### config.mk
export PLATFORM = sky130hd
export DESIGN_NAME = uart_rx_top
export DESIGN_NICKNAME = d
export VERILOG_FILES = /design/src/hdl/uart_rx_pkg.sv /design/src/hdl/baud_tick_gen.sv /design/src/hdl/rx_line_filter.sv /design/src/hdl/rx_framer.sv /design/src/hdl/rx_delivery.sv /design/src/hdl/uart_rx_top.sv
export SDC_FILE = /design/constraint.sdc
export NUM_CORES = 1
export LEC_CHECK = 0
export BUFFER_PORTS_ARGS = -buffer_cell sky130_fd_sc_hd__clkbuf_2
export CAP_MARGIN = 25
export CORE_MARGIN = 10
export CORE_UTILIZATION = 50
export DETAILED_ROUTE_END_ITERATION = 8
export PLACE_DENSITY = 0.7
export RECOVER_POWER = 50
export SLEW_MARGIN = 20
export SYNTH_ARGS = -nofsm -noshare
export SYNTH_HDL_FRONTEND = slang
export SYNTH_SLANG_ARGS = --single-unit
### constraint.sdc
create_clock -name clk -period 5.25 [get_ports clk]
set_clock_uncertainty 0.15 [all_clocks]
set_input_delay 1.3125 -clock clk [delete_from_list [all_inputs] [get_ports clk]]
set_output_delay 1.3125 -clock clk [all_outputs]
set_load 0.02 [all_outputs]
### src/hdl/uart_rx_pkg.sv
`default_nettype none

package uart_rx_pkg;

  // --------------------
  // timing constants, in oversampling ticks
  // --------------------
  localparam int OVERSAMPLE = 16;  // ticks per bit
  localparam int HALF_BIT   = 8;   // start edge to mid-bit
  localparam int IDLE_WAIT  = 6;   // ticks after stop before forcing idle

  // credits held after reset, one per slot of the consumer buffer
  localparam int CREDIT_MAX = 4;

  // --------------------
  // counters and configuration
  // --------------------
  typedef logic [3:0]  tick_cnt_t;
  typedef logic [3:0]  bit_cnt_t;
  typedef logic [2:0]  credit_cnt_t;
  typedef logic [15:0] baud_div_t;   // clocks per tick

  typedef struct packed {
    logic bit8;        // 8 data bits, else 7
    logic parity_en;
    logic odd_n_even;  // odd parity when set
  } rx_cfg_t;

  // one received frame
  typedef struct packed {
    logic [7:0] data;  // bit 7 is zero in 7-bit mode
    logic       parity_err;
    logic       framing_err;
  } rx_word_t;

  typedef struct packed {
    logic overflow;
    logic parity_err;
    logic framing_err;
  } rx_status_t;

endpackage

`default_nettype wire

### src/hdl/baud_tick_gen.sv
`default_nettype none

// one-cycle oversampling tick, once every baud_div clocks
module baud_tick_gen
(
  input  logic                   clk,
  input  logic                   aresetn,
  input  uart_rx_pkg::baud_div_t baud_div,
  output logic                   tick
);
  import uart_rx_pkg::*;

  baud_div_t div_cnt;  // counts down to zero, then reloads

  // --------------------
  // down-counter
  // --------------------
  always_ff @(posedge clk or negedge aresetn)
  begin
    if (!aresetn)
    begin
      div_cnt <= '0;
      tick    <= 1'b0;
    end
    else
    begin
      if (div_cnt == '0)
      begin
        div_cnt <= baud_div - 16'd1;  // period of baud_div clocks
        tick    <= 1'b1;
      end
      else
      begin
        div_cnt <= div_cnt - 16'd1;
        tick    <= 1'b0;
      end
    end
  end

endmodule

`default_nettype wire

### src/hdl/rx_line_filter.sv
`default_nettype none

// synchronizer and three-sample majority voter on the serial line
module rx_line_filter
(
  input  logic clk,
  input  logic aresetn,
  input  logic tick,
  input  logic rx,
  output logic rx_filt
);

  logic       rx_meta;   // first sync stage
  logic       rx_sync;   // second sync stage
  logic [2:0] samples;   // newest sample in bit 2
  logic       majority;

  // --------------------
  // clock domain crossing
  // --------------------
  always_ff @(posedge clk or negedge aresetn)
  begin
    if (!aresetn)
    begin
      rx_meta <= 1'b1;  // line idles high
      rx_sync <= 1'b1;
    end
    else
    begin
      rx_meta <= rx;
      rx_sync <= rx_meta;
    end
  end

  // any two of three samples decide the level
  assign majority = (samples[2] & samples[1]) |
                    (samples[2] & samples[0]) |
                    (samples[1] & samples[0]);

  // --------------------
  // sample window and voter output, both stepped on the tick
  // --------------------
  always_ff @(posedge clk or negedge aresetn)
  begin
    if (!aresetn)
    begin
      samples <= 3'b111;
      rx_filt <= 1'b1;
    end
    else if (tick)
    begin
      samples <= {rx_sync, samples[2:1]};
      rx_filt <= majority;  // vote of the window before this shift
    end
  end

endmodule

`default_nettype wire

### src/hdl/rx_framer.sv
`default_nettype none

// receive state machine: start qualification, data shift, parity and stop check
module rx_framer
(
  input  logic                  clk,
  input  logic                  aresetn,
  input  logic                  tick,
  input  logic                  rx_filt,
  input  uart_rx_pkg::rx_cfg_t  cfg,
  output logic                  frame_done,
  output uart_rx_pkg::rx_word_t frame
);
  import uart_rx_pkg::*;

  typedef enum logic [1:0] {
    ST_IDLE,
    ST_DATA,
    ST_STOP,
    ST_WAIT
  } state_t;

  state_t     state;
  tick_cnt_t  tick_cnt;   // ticks within the current bit
  bit_cnt_t   bit_cnt;    // bits sampled so far in this frame
  bit_cnt_t   last_bit;   // index of the last data or parity bit
  rx_cfg_t    cfg_q;      // format held for the whole frame
  logic [7:0] shift;      // fills from the top
  logic       par_calc;   // xor of data bits
  logic       par_bit;    // received parity bit

  logic       start_ok;   // start bit qualified at mid-bit
  logic       bit_point;  // bit centre in data and stop states
  logic       is_data;    // current sample is a data bit, not parity

  assign start_ok  = tick && (state == ST_IDLE) && !rx_filt &&
                     (tick_cnt == tick_cnt_t'(HALF_BIT - 1));
  assign bit_point = tick && (tick_cnt == tick_cnt_t'(OVERSAMPLE - 1));
  assign is_data   = bit_cnt < (cfg_q.bit8 ? bit_cnt_t'(8) : bit_cnt_t'(7));

  // --------------------
  // state machine and counters
  // --------------------
  always_ff @(posedge clk or negedge aresetn)
  begin
    if (!aresetn)
    begin
      state    <= ST_IDLE;
      tick_cnt <= '0;
      bit_cnt  <= '0;
      last_bit <= '0;
      cfg_q    <= '0;
    end
    else if (tick)
    begin
      case (state)
        ST_IDLE:
        begin
          if (rx_filt)
          begin
            tick_cnt <= '0;  // glitch shorter than half a bit, start over
          end
          else if (start_ok)
          begin
            state    <= ST_DATA;
            tick_cnt <= '0;
            bit_cnt  <= '0;
            cfg_q    <= cfg;
            // 6, 7 or 8 depending on data width and parity
            last_bit <= bit_cnt_t'(6) + bit_cnt_t'(cfg.bit8) +
                        bit_cnt_t'(cfg.parity_en);
          end
          else
          begin
            tick_cnt <= tick_cnt + 1'b1;
          end
        end

        ST_DATA:
        begin
          tick_cnt <= tick_cnt + 1'b1;  // wraps to zero at each bit centre
          if (bit_point)
          begin
            bit_cnt <= bit_cnt + 1'b1;
            if (bit_cnt == last_bit)
            begin
              state <= ST_STOP;
            end
          end
        end

        ST_STOP:
        begin
          tick_cnt <= tick_cnt + 1'b1;
          if (bit_point)
          begin
            state <= ST_WAIT;  // stop sampled, frame_done pulses now
          end
        end

        ST_WAIT:
        begin
          if (rx_filt || (tick_cnt == tick_cnt_t'(IDLE_WAIT - 1)))
          begin
            state    <= ST_IDLE;
            tick_cnt <= '0;
          end
          else
          begin
            tick_cnt <= tick_cnt + 1'b1;
          end
        end

        default:
        begin
          state    <= ST_IDLE;
          tick_cnt <= '0;
        end
      endcase
    end
  end

  // --------------------
  // shift register and running parity
  // --------------------
  always_ff @(posedge clk)
  begin
    if (start_ok)
    begin
      shift    <= '0;
      par_calc <= 1'b0;
      par_bit  <= 1'b0;
    end
    else if (bit_point && (state == ST_DATA))
    begin
      if (is_data)
      begin
        shift    <= {rx_filt, shift[7:1]};
        par_calc <= par_calc ^ rx_filt;
      end
      else
      begin
        par_bit <= rx_filt;  // parity stays out of the data field
      end
    end
  end

  // --------------------
  // frame result, valid on the stop sample
  // --------------------
  assign frame_done = bit_point && (state == ST_STOP);

  // in 7-bit mode the data sits in shift[7:1]
  assign frame.data        = cfg_q.bit8 ? shift : {1'b0, shift[7:1]};
  // even expects par_bit == par_calc, odd expects the inverse
  assign frame.parity_err  = cfg_q.parity_en & (par_bit ^ par_calc ^ cfg_q.odd_n_even);
  assign frame.framing_err = ~rx_filt;  // stop bit must be high

endmodule

`default_nettype wire

### src/hdl/rx_delivery.sv
`default_nettype none

// credit-based word delivery and sticky status flags
module rx_delivery
(
  input  logic                    clk,
  input  logic                    aresetn,
  input  logic                    frame_done,
  input  uart_rx_pkg::rx_word_t   frame,
  input  logic                    credit_return,
  input  logic                    clear_overflow,
  input  logic                    clear_parity,
  input  logic                    clear_framing,
  output logic                    word_valid,
  output uart_rx_pkg::rx_word_t   word,
  output uart_rx_pkg::rx_status_t status
);
  import uart_rx_pkg::*;

  credit_cnt_t credits;     // free slots at the consumer
  logic        has_credit;
  logic        deliver;     // frame goes out
  logic        drop;        // frame lost for lack of credit

  // set wins over clear
  function automatic logic sticky(input logic q, input logic set, input logic clr);
    return set | (q & ~clr);
  endfunction

  assign has_credit = (credits != '0);
  assign deliver    = frame_done & has_credit;
  assign drop       = frame_done & ~has_credit;

  // --------------------
  // credit counter
  // --------------------
  always_ff @(posedge clk or negedge aresetn)
  begin
    if (!aresetn)
    begin
      credits <= credit_cnt_t'(CREDIT_MAX);
    end
    else
    begin
      case ({deliver, credit_return})
        2'b10:   credits <= credits - 1'b1;
        2'b01:   credits <= credits + 1'b1;
        default: credits <= credits;  // none, or spend and return together
      endcase
    end
  end

  // --------------------
  // word output and status
  // --------------------
  always_ff @(posedge clk or negedge aresetn)
  begin
    if (!aresetn)
    begin
      word_valid <= 1'b0;
      status     <= '0;
    end
    else
    begin
      word_valid         <= deliver;
      status.overflow    <= sticky(status.overflow, drop, clear_overflow);
      // errors count whether the frame was delivered or dropped
      status.parity_err  <= sticky(status.parity_err,
                                   frame_done & frame.parity_err, clear_parity);
      status.framing_err <= sticky(status.framing_err,
                                   frame_done & frame.framing_err, clear_framing);
    end
  end

  always_ff @(posedge clk)
  begin
    if (deliver)
    begin
      word <= frame;
    end
  end

endmodule

`default_nettype wire

### src/hdl/uart_rx_top.sv
`default_nettype none

// uart receive path with credit-based delivery
module uart_rx_top
(
  input  logic                    clk,
  input  logic                    aresetn,
  input  logic                    rx,             // serial line, idle high
  input  uart_rx_pkg::rx_cfg_t    cfg,
  input  uart_rx_pkg::baud_div_t  baud_div,       // at least 2
  input  logic                    credit_return,
  input  logic                    clear_overflow,
  input  logic                    clear_parity,
  input  logic                    clear_framing,
  output logic                    word_valid,
  output uart_rx_pkg::rx_word_t   word,
  output uart_rx_pkg::rx_status_t status
);
  import uart_rx_pkg::*;

  logic     tick;        // 16x bit rate
  logic     rx_filt;
  logic     frame_done;
  rx_word_t frame;

  // --------------------
  // oversampling tick
  // --------------------
  baud_tick_gen tick_gen_i
  (
    .clk      (clk),
    .aresetn  (aresetn),
    .baud_div (baud_div),
    .tick     (tick)
  );

  // --------------------
  // line conditioning
  // --------------------
  rx_line_filter filter_i
  (
    .clk     (clk),
    .aresetn (aresetn),
    .tick    (tick),
    .rx      (rx),
    .rx_filt (rx_filt)
  );

  // --------------------
  // frame receive
  // --------------------
  rx_framer framer_i
  (
    .clk        (clk),
    .aresetn    (aresetn),
    .tick       (tick),
    .rx_filt    (rx_filt),
    .cfg        (cfg),
    .frame_done (frame_done),
    .frame      (frame)
  );

  // --------------------
  // delivery to the consumer
  // --------------------
  rx_delivery delivery_i
  (
    .clk            (clk),
    .aresetn        (aresetn),
    .frame_done     (frame_done),
    .frame          (frame),
    .credit_return  (credit_return),
    .clear_overflow (clear_overflow),
    .clear_parity   (clear_parity),
    .clear_framing  (clear_framing),
    .word_valid     (word_valid),
    .word           (word),
    .status         (status)
  );

endmodule

`default_nettype wire

==> reports/metrics.csv, run 1 <==
stage;metric;value;unit
yosys;synth.area.mux_share;0.08212;
yosys;synth.most_common_cell;dfrtp_1;
sta;rsz0062_at_grt;false;
global_routing;antenna_found_initial;0;
critical_path;path_delay_family;simple AND/OR/NAND/NOR gates;
critical_path;setup.worst_path.start;tick_gen_i.div_cnt[4];
layout;layout-drive-gt1-share;0.2480;
critical_path;crit_path_top_delay_cell;or4_1;
detailed_routing;drt_iter0_markers;120;
die;rows;30;
critical_path;crit_chain;nor2_1, and3_1, nand2_2, inv_2, a21oi_1, ha_1, or3b_1, nor4_4, o31ai_2, or4_1, o221ai_1;
layout;fin_area;3978;sq um
yosys;synthTopCellsByArea;dfrtp_1, edfxtp_1, dfxtp_1;
global_routing;grt_overflow;0;
clocking;clk_pin_slew_worst_paths;80;ps
critical_path;worstSetupPathDepth;11;
yosys;synthesis.area;3535;sq um
critical_path;r2r_end;tick_gen_i.div_cnt[12];
placement;placed_area;3776;sq um
detailed_routing;first_pass_iters;5;
layout;syn_to_final_growth;12.53;%
layout;num-nets-final;406;
pwr;switching_share;0.2461;
yosys;synth.top_cell.area_share;0.2761;
yosys;avgSynthCellArea;10.74;sq um
yosys;synth_seq_cells;66;
die;die_x;104.1;um
yosys;synth_compound_area_frac;0.1469;
yosys;ys.warnings.count;0;
run_status;status;complete, but fails checks;
die;io_pins;40;
yosys;synth_flop_cell;dfrtp_1;
pwr;p_comb_frac;0.066;
pwr;ir_drop;183.9;uV
global_routing;grt_pass1_vias;2615;
sta;slew_violations;47;
clocking;ctsResizeCount;0;
yosys;synth_cell_types;70;
placement;dp_hpwl;5.076;mm
sta;fmax;287.8;MHz
global_routing;grtUsageTotal;0.1338;
detailed_routing;vias;2635;
layout;n_antenna_cell;0;
global_routing;grt_pass1_wl;12.19;mm
sta;setup_violations;0;
yosys;synth_top_area_cell;dfrtp_1;
clocking;htreeDepth;3;
detailed_routing;drcViolationCount;0;
clocking;cts_hold_buf;0;
yosys;ys_async_sr_fraction;0.6970;
critical_path;startpoint_type;register;
critical_path;worstPathRequired;5350;ps
yosys;synth_fp_nets;369;
critical_path;cp-end-kind;register;
pwr;pwr-share-seq;0.527;
sta;period_minus_slack;3475;ps
yosys;synthTopCellsByCount;dfrtp_1, nand2_1, nor2_1;
pwr;power;0.001053;W
critical_path;cp.buffers_inverters;1;
run_status;violations;capacitance limit, slew limit;
critical_path;crit_end;tick_gen_i.div_cnt[12];
die;core_area;6832;sq um
die;dieArea;10830;sq um
clocking;cts_buffers;9;
die;chipHeight;104.1;um
yosys;synth_top_family_by_area;simple AND/OR/NAND/NOR gates;
critical_path;critPathMaxFanout;16;
clocking;tritoncts;yes;
pwr;p_sw;0.0002591;W
sta;hold_violations;0;
run;cap_violations;1;
sta;tightestPinTransition;2496;ps
pwr;p_leak;1.715;nW
die;start_util;0.5174;
yosys;synthAdderAreaFrac;0.05451;
critical_path;critical_path_class;register to register;
pwr;internal_power;0.0007938;W
clocking;cts_sinks;66;
critical_path;rrSetupSlack;1780;ps
clocking;cts_setup_buffers;0;
clocking;clock_latency;340;ps
critical_path;max_stage_delay;530;ps
critical_path;worst_ep_arrival_time;3580;ps
yosys;yosys.area_share.simple;0.1699;
pwr;clockPowerShare;0.408;
detailed_routing;wl;7.026;mm
critical_path;r2r_cells;11;
yosys;synth_edf_count;10;
yosys;ys_seq_area_frac;0.4697;
sta;finalSetupTns;0;ps
yosys;netlist_instances;329;
detailed_routing;wl_per_cell;15.04;um
yosys;synth_xor_area_frac;0.03469;
placement;io_buffers;39;
critical_path;r2r_start;tick_gen_i.div_cnt[4];
pwr;p_per_area;264.7;nW/um^2
clocking;root_buffer;clkbuf_8;
sta;fin_crit_sh;0.6619;
sta;relSlewSlack;-0.6637;
hold_path;min_path_type;register to register;
placement;gp_congestion;0.8319;
global_routing;grt_max_degree;47;
detailed_routing;viasPerCell;5.642;
detailed_routing;postRouteAntennaNets;0;
clocking;ctsLongestPathBuffers;2;
[worst min path at each step]
stage                  endpoint        startpoint  depth (start not counted)  slack [ps]
2_1_floorplan  filter_i.rx_sync  filter_i.rx_meta                          0         200
3_3_place_gp   filter_i.rx_sync  filter_i.rx_meta                          0         200
3_5_place_dp   filter_i.rx_sync  filter_i.rx_meta                          0         200
4_1_cts        filter_i.rx_sync  filter_i.rx_meta                          0         210
5_1_grt        filter_i.rx_sync  filter_i.rx_meta                          0         210
6_report       filter_i.rx_sync  filter_i.rx_meta                          0         210
[per-layer routing]
layer  part of all wire  global-route usage  up-vias  routed length [um]
li1                   -                   -     1285                   -
met1               0.45              0.1614     1267                3132
met2               0.48              0.2113       77                3346
met3              0.068             0.05328        6                 476
met4              0.010             0.04672        0                  70
met5                  0                   0        -                   0
[final cells by class]
type                    instances  area [sq um]
repair buffers                 40         198.9
inverters                      18         67.56
clock inverters                 7         76.32
well taps                      96         120.1
clock buffers                   9         123.9
fillers                       593          2854
multi-input cells             231          1730
flip-flops and latches         66          1660
[per-stage QoR]
step | utilization | cells | hold WS, ps | worst slack (ps)
finish | 0.5822 | 467 | 206.9 | 1775
detailed placement | 0.5527 | 451 | 197.2 | 1578
global placement | 0.5527 | 451 | 195.7 | 1675
floorplan | - | 329 | 195.2 | 1988
CTS | 0.5821 | 467 | 207.4 | 1708
global route | 0.5822 | 467 | 211.4 | 1365
[power by group through the flow]
stage | logic, W | registers, W | clock network [W]
6_report | 0.0000692 | 0.000554 | 0.000429
3_3_place_gp | 0.0000674 | 0.000564 | 0
2_1_floorplan | 0.0000431 | 0.000559 | 0
5_1_grt | 0.0000791 | 0.000557 | 0.000463
3_5_place_dp | 0.0000706 | 0.000565 | 0
4_1_cts | 0.0000711 | 0.000555 | 0.000441
[cells by family (layout without fill, tap and decap cells)]
| family | count (synthesis) | after routing |
|---|---|---|
| fa+ha+maj | 15 | 15 |
| simple gates | 105 | 105 |
| compound gates | 70 | 70 |
| mux | 27 | 27 |
| xor+xnor | 14 | 14 |
| flops | 66 | 66 |
| buf+inv | 32 | 74 |
[state kept, by name, summed over array words and instances (netlist names), 2 cells and up]
name                cells
tick_gen_i.div_cnt     16
delivery_i.word        10
framer_i.shift          8
framer_i.bit_cnt        4
framer_i.tick_cnt       4
delivery_i.credits      3
delivery_i.status       3
filter_i.samples        3
framer_i.cfg_q          3
framer_i.last_bit       3
framer_i.state          2
[layout by cell type (no fill, tap or decap), types with 5 or more instances in the layout]
cell,count
a21o_1,5
a21oi_1,10
and3_1,8
clkbuf_2,39
clkbuf_8,9
dfrtp_1,39
dfstp_2,6
dfxtp_1,10
edfxtp_1,10
ha_1,13
inv_1,17
mux2_2,15
mux2i_1,11
nand2_1,29
nand3_1,6
nor2_1,20
nor3_1,7
o21ai_0,10
o22ai_1,6
or3_1,5
xnor2_1,9
xor2_1,5
[worst reg2reg max path: cells and delay by family (launching register included)]
family          cells  cell delay [ps]
compound gates      3              600
fa+ha+maj           1              190
buf+inv             1              150
flops               1              480
simple gates        6             1810
Power figures use the tool's default switching activity.
==> inputs of run 2 (changes only) <==
--- a/config.mk
+++ b/config.mk
@@ -10,7 +10,7 @@
 export CORE_MARGIN = 10
 export CORE_UTILIZATION = 50
 export DETAILED_ROUTE_END_ITERATION = 8
-export PLACE_DENSITY = 0.7
+export PLACE_DENSITY = 0.73
 export RECOVER_POWER = 50
 export SLEW_MARGIN = 20
 export SYNTH_ARGS = -nofsm -noshare
==> constraint.sdc (replaced) <==
create_clock -name clk -period 3.1 [get_ports clk]
set_clock_uncertainty 0.15 [all_clocks]
set_input_delay 0.775 -clock clk [delete_from_list [all_inputs] [get_ports clk]]
set_output_delay 0.775 -clock clk [all_outputs]
set_load 0.02 [all_outputs]
==> reports/metrics.csv, run 2 (synthesis gave the netlist of run 1 again) <==
stage;metric;value;unit;change
placement;dp.cells;465;;+3.1%
pwr;internal_power;0.001421;W;+79%
layout;final_cell_mix;clkbuf_2, dfrtp_1, nand2_1;;
pwr;ir_drop;273.8;uV;+49%
pwr;p_per_area;438.6;nW/um^2;+66%
clocking;clk_pin_slew_worst_paths;80;ps;about the same
critical_path;rrSetupSlack;100;ps;-1670 ps
placement;placed_area;3899;sq um;+3.2%
global_routing;grt_max_degree;39;;-17%
run_status;status;finished, final reports clean;;
layout;final_util;0.6139;;+0.03168
pwr;p_leak;1.827;nW;+6.5%
layout;fill_cells;617;;+4.0%
clocking;clock_latency;340;ps;about the same
sta;relSlewSlack;0.2915;;+0.9552
global_routing;antenna_found_initial;0;;unchanged
pwr;clockPowerShare;0.424;;+0.016
critical_path;critPathMaxFanout;8;;-8
pwr;p_comb_frac;0.067;;about the same
global_routing;grt_use_met1;0.1737;;+0.01230
layout;final_common_cell;clkbuf_2;;
layout;num-nets-final;430;;+5.9%
critical_path;cp.buffers_inverters;1;;unchanged
pwr;power;0.001840;W;+75%
global_routing;grt_pass1_wl;12.37;mm;+1.5%
critical_path;max_stage_delay;540;ps;about the same
detailed_routing;postRouteAntennaNets;0;;unchanged
global_routing;grt_pass1_vias;2686;;+2.7%
sta;setup_violations;0;;unchanged
critical_path;r2r_start;tick_gen_i.div_cnt[12];;
placement;io_buffers;39;;unchanged
pwr;pwr-share-seq;0.509;;-0.018
global_routing;grt_overflow;0;;unchanged
global_routing;met3_usage;0.04337;;-0.009913
die;chipHeight;104.1;um;unchanged
critical_path;critical_path_class;register to register;;
layout;syn_to_final_growth;18.65;%;
critical_path;startpoint_type;register;;
hold_path;hold_start;filter_i.rx_meta;;
die;dieArea;10830;sq um;unchanged
placement;gp_congestion;0.8639;;+3.8%
critical_path;worst_ep_arrival_time;3100;ps;-480 ps
layout;final_cells;491;;+5.1%
detailed_routing;wl_per_cell;14.91;um;-0.89%
sta;slew_violations;0;;-100%
layout;reg_top3;tick_gen_i.div_cnt x16, delivery_i.word x10, framer_i.shift x8;;
sta;hold_violations;0;;unchanged
detailed_routing;viasPerCell;5.540;;-1.8%
sta;fin_crit_sh;0.9667;;+0.3049
detailed_routing;first_pass_iters;4;;-1
detailed_routing;vias;2720;;+3.2%
critical_path;crit_chain;nor3_1, and2_1, nand2_2, inv_2, a21oi_2, ha_2, or3b_4, nor4_4, o31ai_4, or4_4, o221ai_1;;
pwr;switching_share;0.2274;;-0.01868
sta;period_minus_slack;2997;ps;-478.0 ps
clocking;htreeDepth;3;;unchanged
critical_path;crit_path_top_delay_cell;or4_4;;
detailed_routing;wl;7.321;mm;+4.2%
layout;n_antenna_cell;0;;unchanged
die;core_area;6832;sq um;unchanged
detailed_routing;drcViolationCount;0;;unchanged
sta;fmax;333.7;MHz;+16%
layout;layout-drive-gt1-share;0.3013;;+0.05329
critical_path;r2r_end;tick_gen_i.div_cnt[12];;
run;cap_violations;0;;-1
clocking;root_buffer;clkbuf_8;;
die;die_x;104.1;um;unchanged
critical_path;cp-end-kind;register;;
die;io_pins;40;;unchanged
detailed_routing;drt_iter0_markers;83;;-31%
global_routing;grt.met2_usage;0.2090;;-0.002252
layout;largest_register_ffs;16;;unchanged
hold_path;hold_end;filter_i.rx_sync;;
global_routing;busiest_layer;met2;;
clocking;ctsLongestPathBuffers;2;;unchanged
die;start_util;0.5174;;unchanged
placement;dp_hpwl;5.362;mm;+5.6%
sta;tightestPinTransition;1063;ps;-1433 ps
clocking;cts_buffers;9;;unchanged
die;rows;30;;unchanged
clocking;cts_sinks;66;;unchanged
pwr;p_sw;0.0004183;W;+61%
global_routing;grtUsageTotal;0.1347;;+0.0009147
layout;regMostFlops;tick_gen_i.div_cnt;;
layout;fin_area;4194;sq um;+5.4%
sta;finalSetupTns;0;ps;unchanged
critical_path;path_delay_family;simple AND/OR/NAND/NOR gates;;
hold_path;min_path_type;register to register;;
hold_path;worstHoldPathCells;0;;unchanged
critical_path;r2r_cells;11;;unchanged
clocking;tritoncts;yes;;
critical_path;worstPathRequired;3210;ps;-2140 ps
==> run 2: changes by cell type in the layout (fill, tap and decap cells not counted), sizes merged <==
| cell | delta |
|---|---|
| clkinv | +2 |
| clkinvlp | -1 |
| bufinv | +1 |
| clkbuf | +3 |
| buf | +21 |
| inv | -2 |
==> run 2: worst register-to-register path, cell delays in order (launching register included) <==
cell      delay (ps)
dfrtp_1          410
nor3_1            90
and2_1           190
nand2_2           90
inv_2             50
a21oi_2          140
ha_2             200
or3b_4           420
nor4_4           280
o31ai_4          170
or4_4            540
o221ai_1         180
==> run 2: area by class of cell <==
| type | instances | area (sq um) | area share |
|---|---|---|---|
| inverters | 18 | 67.56 | 0.01611 |
| well taps | 96 | 120.1 | 0.02864 |
| clock inverters | 7 | 93.84 | 0.02237 |
| flip-flops and latches | 66 | 1664 | 0.3968 |
| multi-input cells | 231 | 1758 | 0.4192 |
| repair buffers | 64 | 366.6 | 0.08741 |
| clock buffers | 9 | 123.9 | 0.02953 |
==> run 2: how the worst max path moves through the flow <==
stage	startpoint	endpoint	slack (ps)	cells past startpoint
after global routing	tick_gen_i.div_cnt[3]	tick_gen_i.div_cnt[12]	-7	11
after floorplan	tick_gen_i.div_cnt[11]	tick_gen_i.div_cnt[8]	20	16
after global placement	baud_div[1]	tick_gen_i.div_cnt[12]	130	8
after detailed placement	baud_div[1]	tick_gen_i.div_cnt[12]	60	8
after CTS	tick_gen_i.div_cnt[8]	tick_gen_i.div_cnt[12]	80	11
final	tick_gen_i.div_cnt[12]	tick_gen_i.div_cnt[12]	100	11
==> run 2: timing repair <==
action | CTS | global route
hold buffers | 0 | 0
resized for setup | 0 | 4
buffers inserted | 0 | 9
endpoints found under the setup margin | 0 | 1
==> run 2: metrics by stage <==
step | hold slack, ps | setup WS (ps)
5_1_grt | 215.6 | -7.059
3_3_place_gp | 195.4 | 131.6
4_1_cts | 209.4 | 79.03
3_5_place_dp | 198.9 | 59.97
6_report | 206.9 | 103.1
2_1_floorplan | 195.2 | 18.81
==> run 2: power by group through the flow <==
stage | sequential (W) | combinational, W | clock [W]
5_1_grt | 0.000942 | 0.000147 | 0.000840
2_1_floorplan | 0.000947 | 0.0000735 | 0
3_5_place_dp | 0.000953 | 0.000126 | 0
3_3_place_gp | 0.000951 | 0.000124 | 0
4_1_cts | 0.000936 | 0.000127 | 0.000802
6_report | 0.000937 | 0.000124 | 0.000779
==> run 2: metal layers <==
layer  part of all wire  vias to the layer above
met5                  0                        -
met4              0.010                        0
met3              0.057                        7
met2               0.47                       74
met1               0.46                     1292
li1                   -                     1347
==> inputs of run 3 (changes only) <==
--- a/config.mk
+++ b/config.mk
@@ -12,6 +12,7 @@
 export DETAILED_ROUTE_END_ITERATION = 8
 export PLACE_DENSITY = 0.73
 export RECOVER_POWER = 50
+export REMOVE_ABC_BUFFERS = 1
 export SLEW_MARGIN = 20
 export SYNTH_ARGS = -nofsm -noshare
 export SYNTH_HDL_FRONTEND = slang
==> reports/metrics.csv, run 3 (synthesis gave the netlist of run 1 again) <==
stage;metric;value;unit;change
detailed_routing;vias;2689;;-1.1%
critical_path;setup.worst_path.start;tick_gen_i.div_cnt[14];;
detailed_routing;viasPerCell;5.533;;-0.12%
layout;final_cell_mix;dfrtp_1, clkbuf_2, nand2_1;;
clocking;htreeDepth;3;;unchanged
global_routing;antenna_found_initial;0;;unchanged
clocking;tritoncts;yes;;
sta;fin_crit_sh;0.9389;;-0.02786
layout;largest_register_ffs;16;;unchanged
global_routing;grt_pass1_vias;2715;;+1.1%
detailed_routing;postRouteAntennaNets;0;;unchanged
global_routing;grt_pass1_wl;12.12;mm;-2.0%
clocking;ctsLongestPathBuffers;2;;unchanged
placement;dp.cells;467;;+0.43%
die;io_pins;40;;unchanged
sta;fmax;343.6;MHz;+3.0%
die;start_util;0.5174;;unchanged
pwr;power;0.001780;W;-3.2%
die;rows;30;;unchanged
clocking;cts_sinks;66;;unchanged
layout;reg_top3;tick_gen_i.div_cnt x16, delivery_i.word x10, framer_i.shift x8;;
detailed_routing;wl;6.957;mm;-5.0%
placement;io_buffers;39;;unchanged
hold_path;hold_end;filter_i.rx_sync;;
placement;dp_hpwl;5.179;mm;-3.4%
critical_path;worstPathRequired;3230;ps;+20 ps
critical_path;startpoint_type;register;;
layout;final_cells;486;;-1.0%
hold_path;worstHoldPathCells;0;;unchanged
layout;regMostFlops;tick_gen_i.div_cnt;;
detailed_routing;first_pass_iters;4;;unchanged
global_routing;grt_max_degree;39;;unchanged
layout;final_common_cell;dfrtp_1;;
placement;gp_congestion;0.8286;;-4.1%
sta;relSlewSlack;-0.03008;;-0.3215
critical_path;critical_path_class;register to register;;
sta;period_minus_slack;2910;ps;-86.36 ps
global_routing;grt_overflow;0;;unchanged
global_routing;busiest_layer;met2;;
sta;setup_violations;0;;unchanged
hold_path;hold_start;filter_i.rx_meta;;
sta;tightestPinTransition;1545;ps;+482.3 ps
critical_path;worst_ep_arrival_time;3040;ps;-60 ps
die;chipHeight;104.1;um;unchanged
detailed_routing;drt_iter0_markers;89;;+7.2%
global_routing;met3_usage;0.05143;;+0.008055
critical_path;critPathMaxFanout;7;;-1
clocking;clock_latency;340;ps;about the same
layout;num-nets-final;425;;-1.2%
layout;fill_cells;585;;-5.2%
global_routing;grt.met2_usage;0.2077;;-0.001351
layout;n_antenna_cell;0;;unchanged
clocking;cts_buffers;9;;unchanged
global_routing;grt_use_met1;0.1627;;-0.01098
pwr;p_per_area;432.2;nW/um^2;-1.5%
hold_path;min_path_type;register to register;;
die;die_x;104.1;um;unchanged
global_routing;grtUsageTotal;0.1315;;-0.003169
pwr;ir_drop;223.5;uV;-18%
run_status;violations;capacitance limit, slew limit;;
sta;slew_violations;30;;+30
clocking;root_buffer;clkbuf_8;;
run;cap_violations;1;;+1
sta;finalSetupTns;0;ps;unchanged
die;core_area;6832;sq um;unchanged
critical_path;r2r_end;tick_gen_i.div_cnt[14];;
sta;rsz0062_at_grt;false;;
detailed_routing;drcViolationCount;0;;unchanged
layout;syn_to_final_growth;16.53;%;
critical_path;r2r_start;tick_gen_i.div_cnt[14];;
critical_path;r2r_cells;12;;+1
pwr;p_leak;1.798;nW;-1.6%
clocking;clk_pin_slew_worst_paths;70;ps;about the same
detailed_routing;wl_per_cell;14.31;um;-4.0%
sta;hold_violations;0;;unchanged
die;dieArea;10830;sq um;unchanged
layout;layout-drive-gt1-share;0.2795;;-0.02178
critical_path;rrSetupSlack;190;ps;+90 ps
run_status;status;complete, but fails checks;;
critical_path;cp-end-kind;register;;
==> run 3: cell count changes in the layout (fill, tap and decap cells not counted), moves of 2 or more <==
cell / change
dfrtp_1: +2
dfrtp_2: -2
buf_4: -5
a21oi_1: +2
a21oi_2: -2
==> run 3: worst max path at each step <==
stage / to / slack [ps]
finish: tick_gen_i.div_cnt[14] / 190
global route: tick_gen_i.div_cnt[14] / 20
CTS: tick_gen_i.div_cnt[10] / 90
detailed placement: tick_gen_i.div_cnt[10] / 80
global placement: tick_gen_i.div_cnt[14] / 170
floorplan: tick_gen_i.div_cnt[12] / -10
==> run 3: area by class of cell <==
class | instances | area (sq um) | share of cell area
clock buffer | 9 | 123.9 | 0.03007
clock inverter | 7 | 77.57 | 0.01883
inverter | 18 | 67.56 | 0.01640
multi-input combinational | 231 | 1740 | 0.4225
sequential | 66 | 1662 | 0.4034
tap | 96 | 120.1 | 0.02916
timing repair buffer | 59 | 327.8 | 0.07959
==> run 3: power breakdown <==
group	internal, W	leakage, nW	switching (W)
Combinational	0.0000618	0.974	0.0000625
Clock	0.000376	0.0998	0.000344
Sequential	0.000910	0.724	0.0000262
Total	0.00135	1.80	0.000433
==> run 3: routing by layer <==
metal,up-vias,routed length [um]
met3,4,383
met1,1292,3246
met4,0,18
li1,1324,-
met2,69,3309
met5,-,0
==> run 3: stage by stage <==
step                cell area [sq um]    util  hold slack, ps  worst slack (ps)
detailed placement               3896  0.5703           201.9             75.91
global placement                 3896  0.5703           195.8             166.6
CTS                              4098  0.5998           212.5             93.79
global route                     4119  0.6029           214.5             18.71
finish                           4119  0.6029           209.3             189.5
floorplan                        3453       -           195.2            -12.31
==> run 3: what timing repair did <==
| item | 4_1_cts | 5_1_grt |
|---|---|---|
| endpoints found under the hold margin | 0 | 0 |
| setup endpoints to repair | 0 | 3 |
| hold buffers | 0 | 0 |
| buffers inserted | 0 | 2 |
| resized for setup | 0 | 4 |
==> run 3: critical path, stage by stage, from the launching register on <==
cell	delay (ps)
dfrtp_1	400
nor4_1	90
and3_1	210
nand2_2	90
inv_2	50
a21oi_1	180
ha_1	210
or3b_4	420
nor4_4	150
o31ai_2	170
buf_4	190
or4b_1	450
nand3_1	90
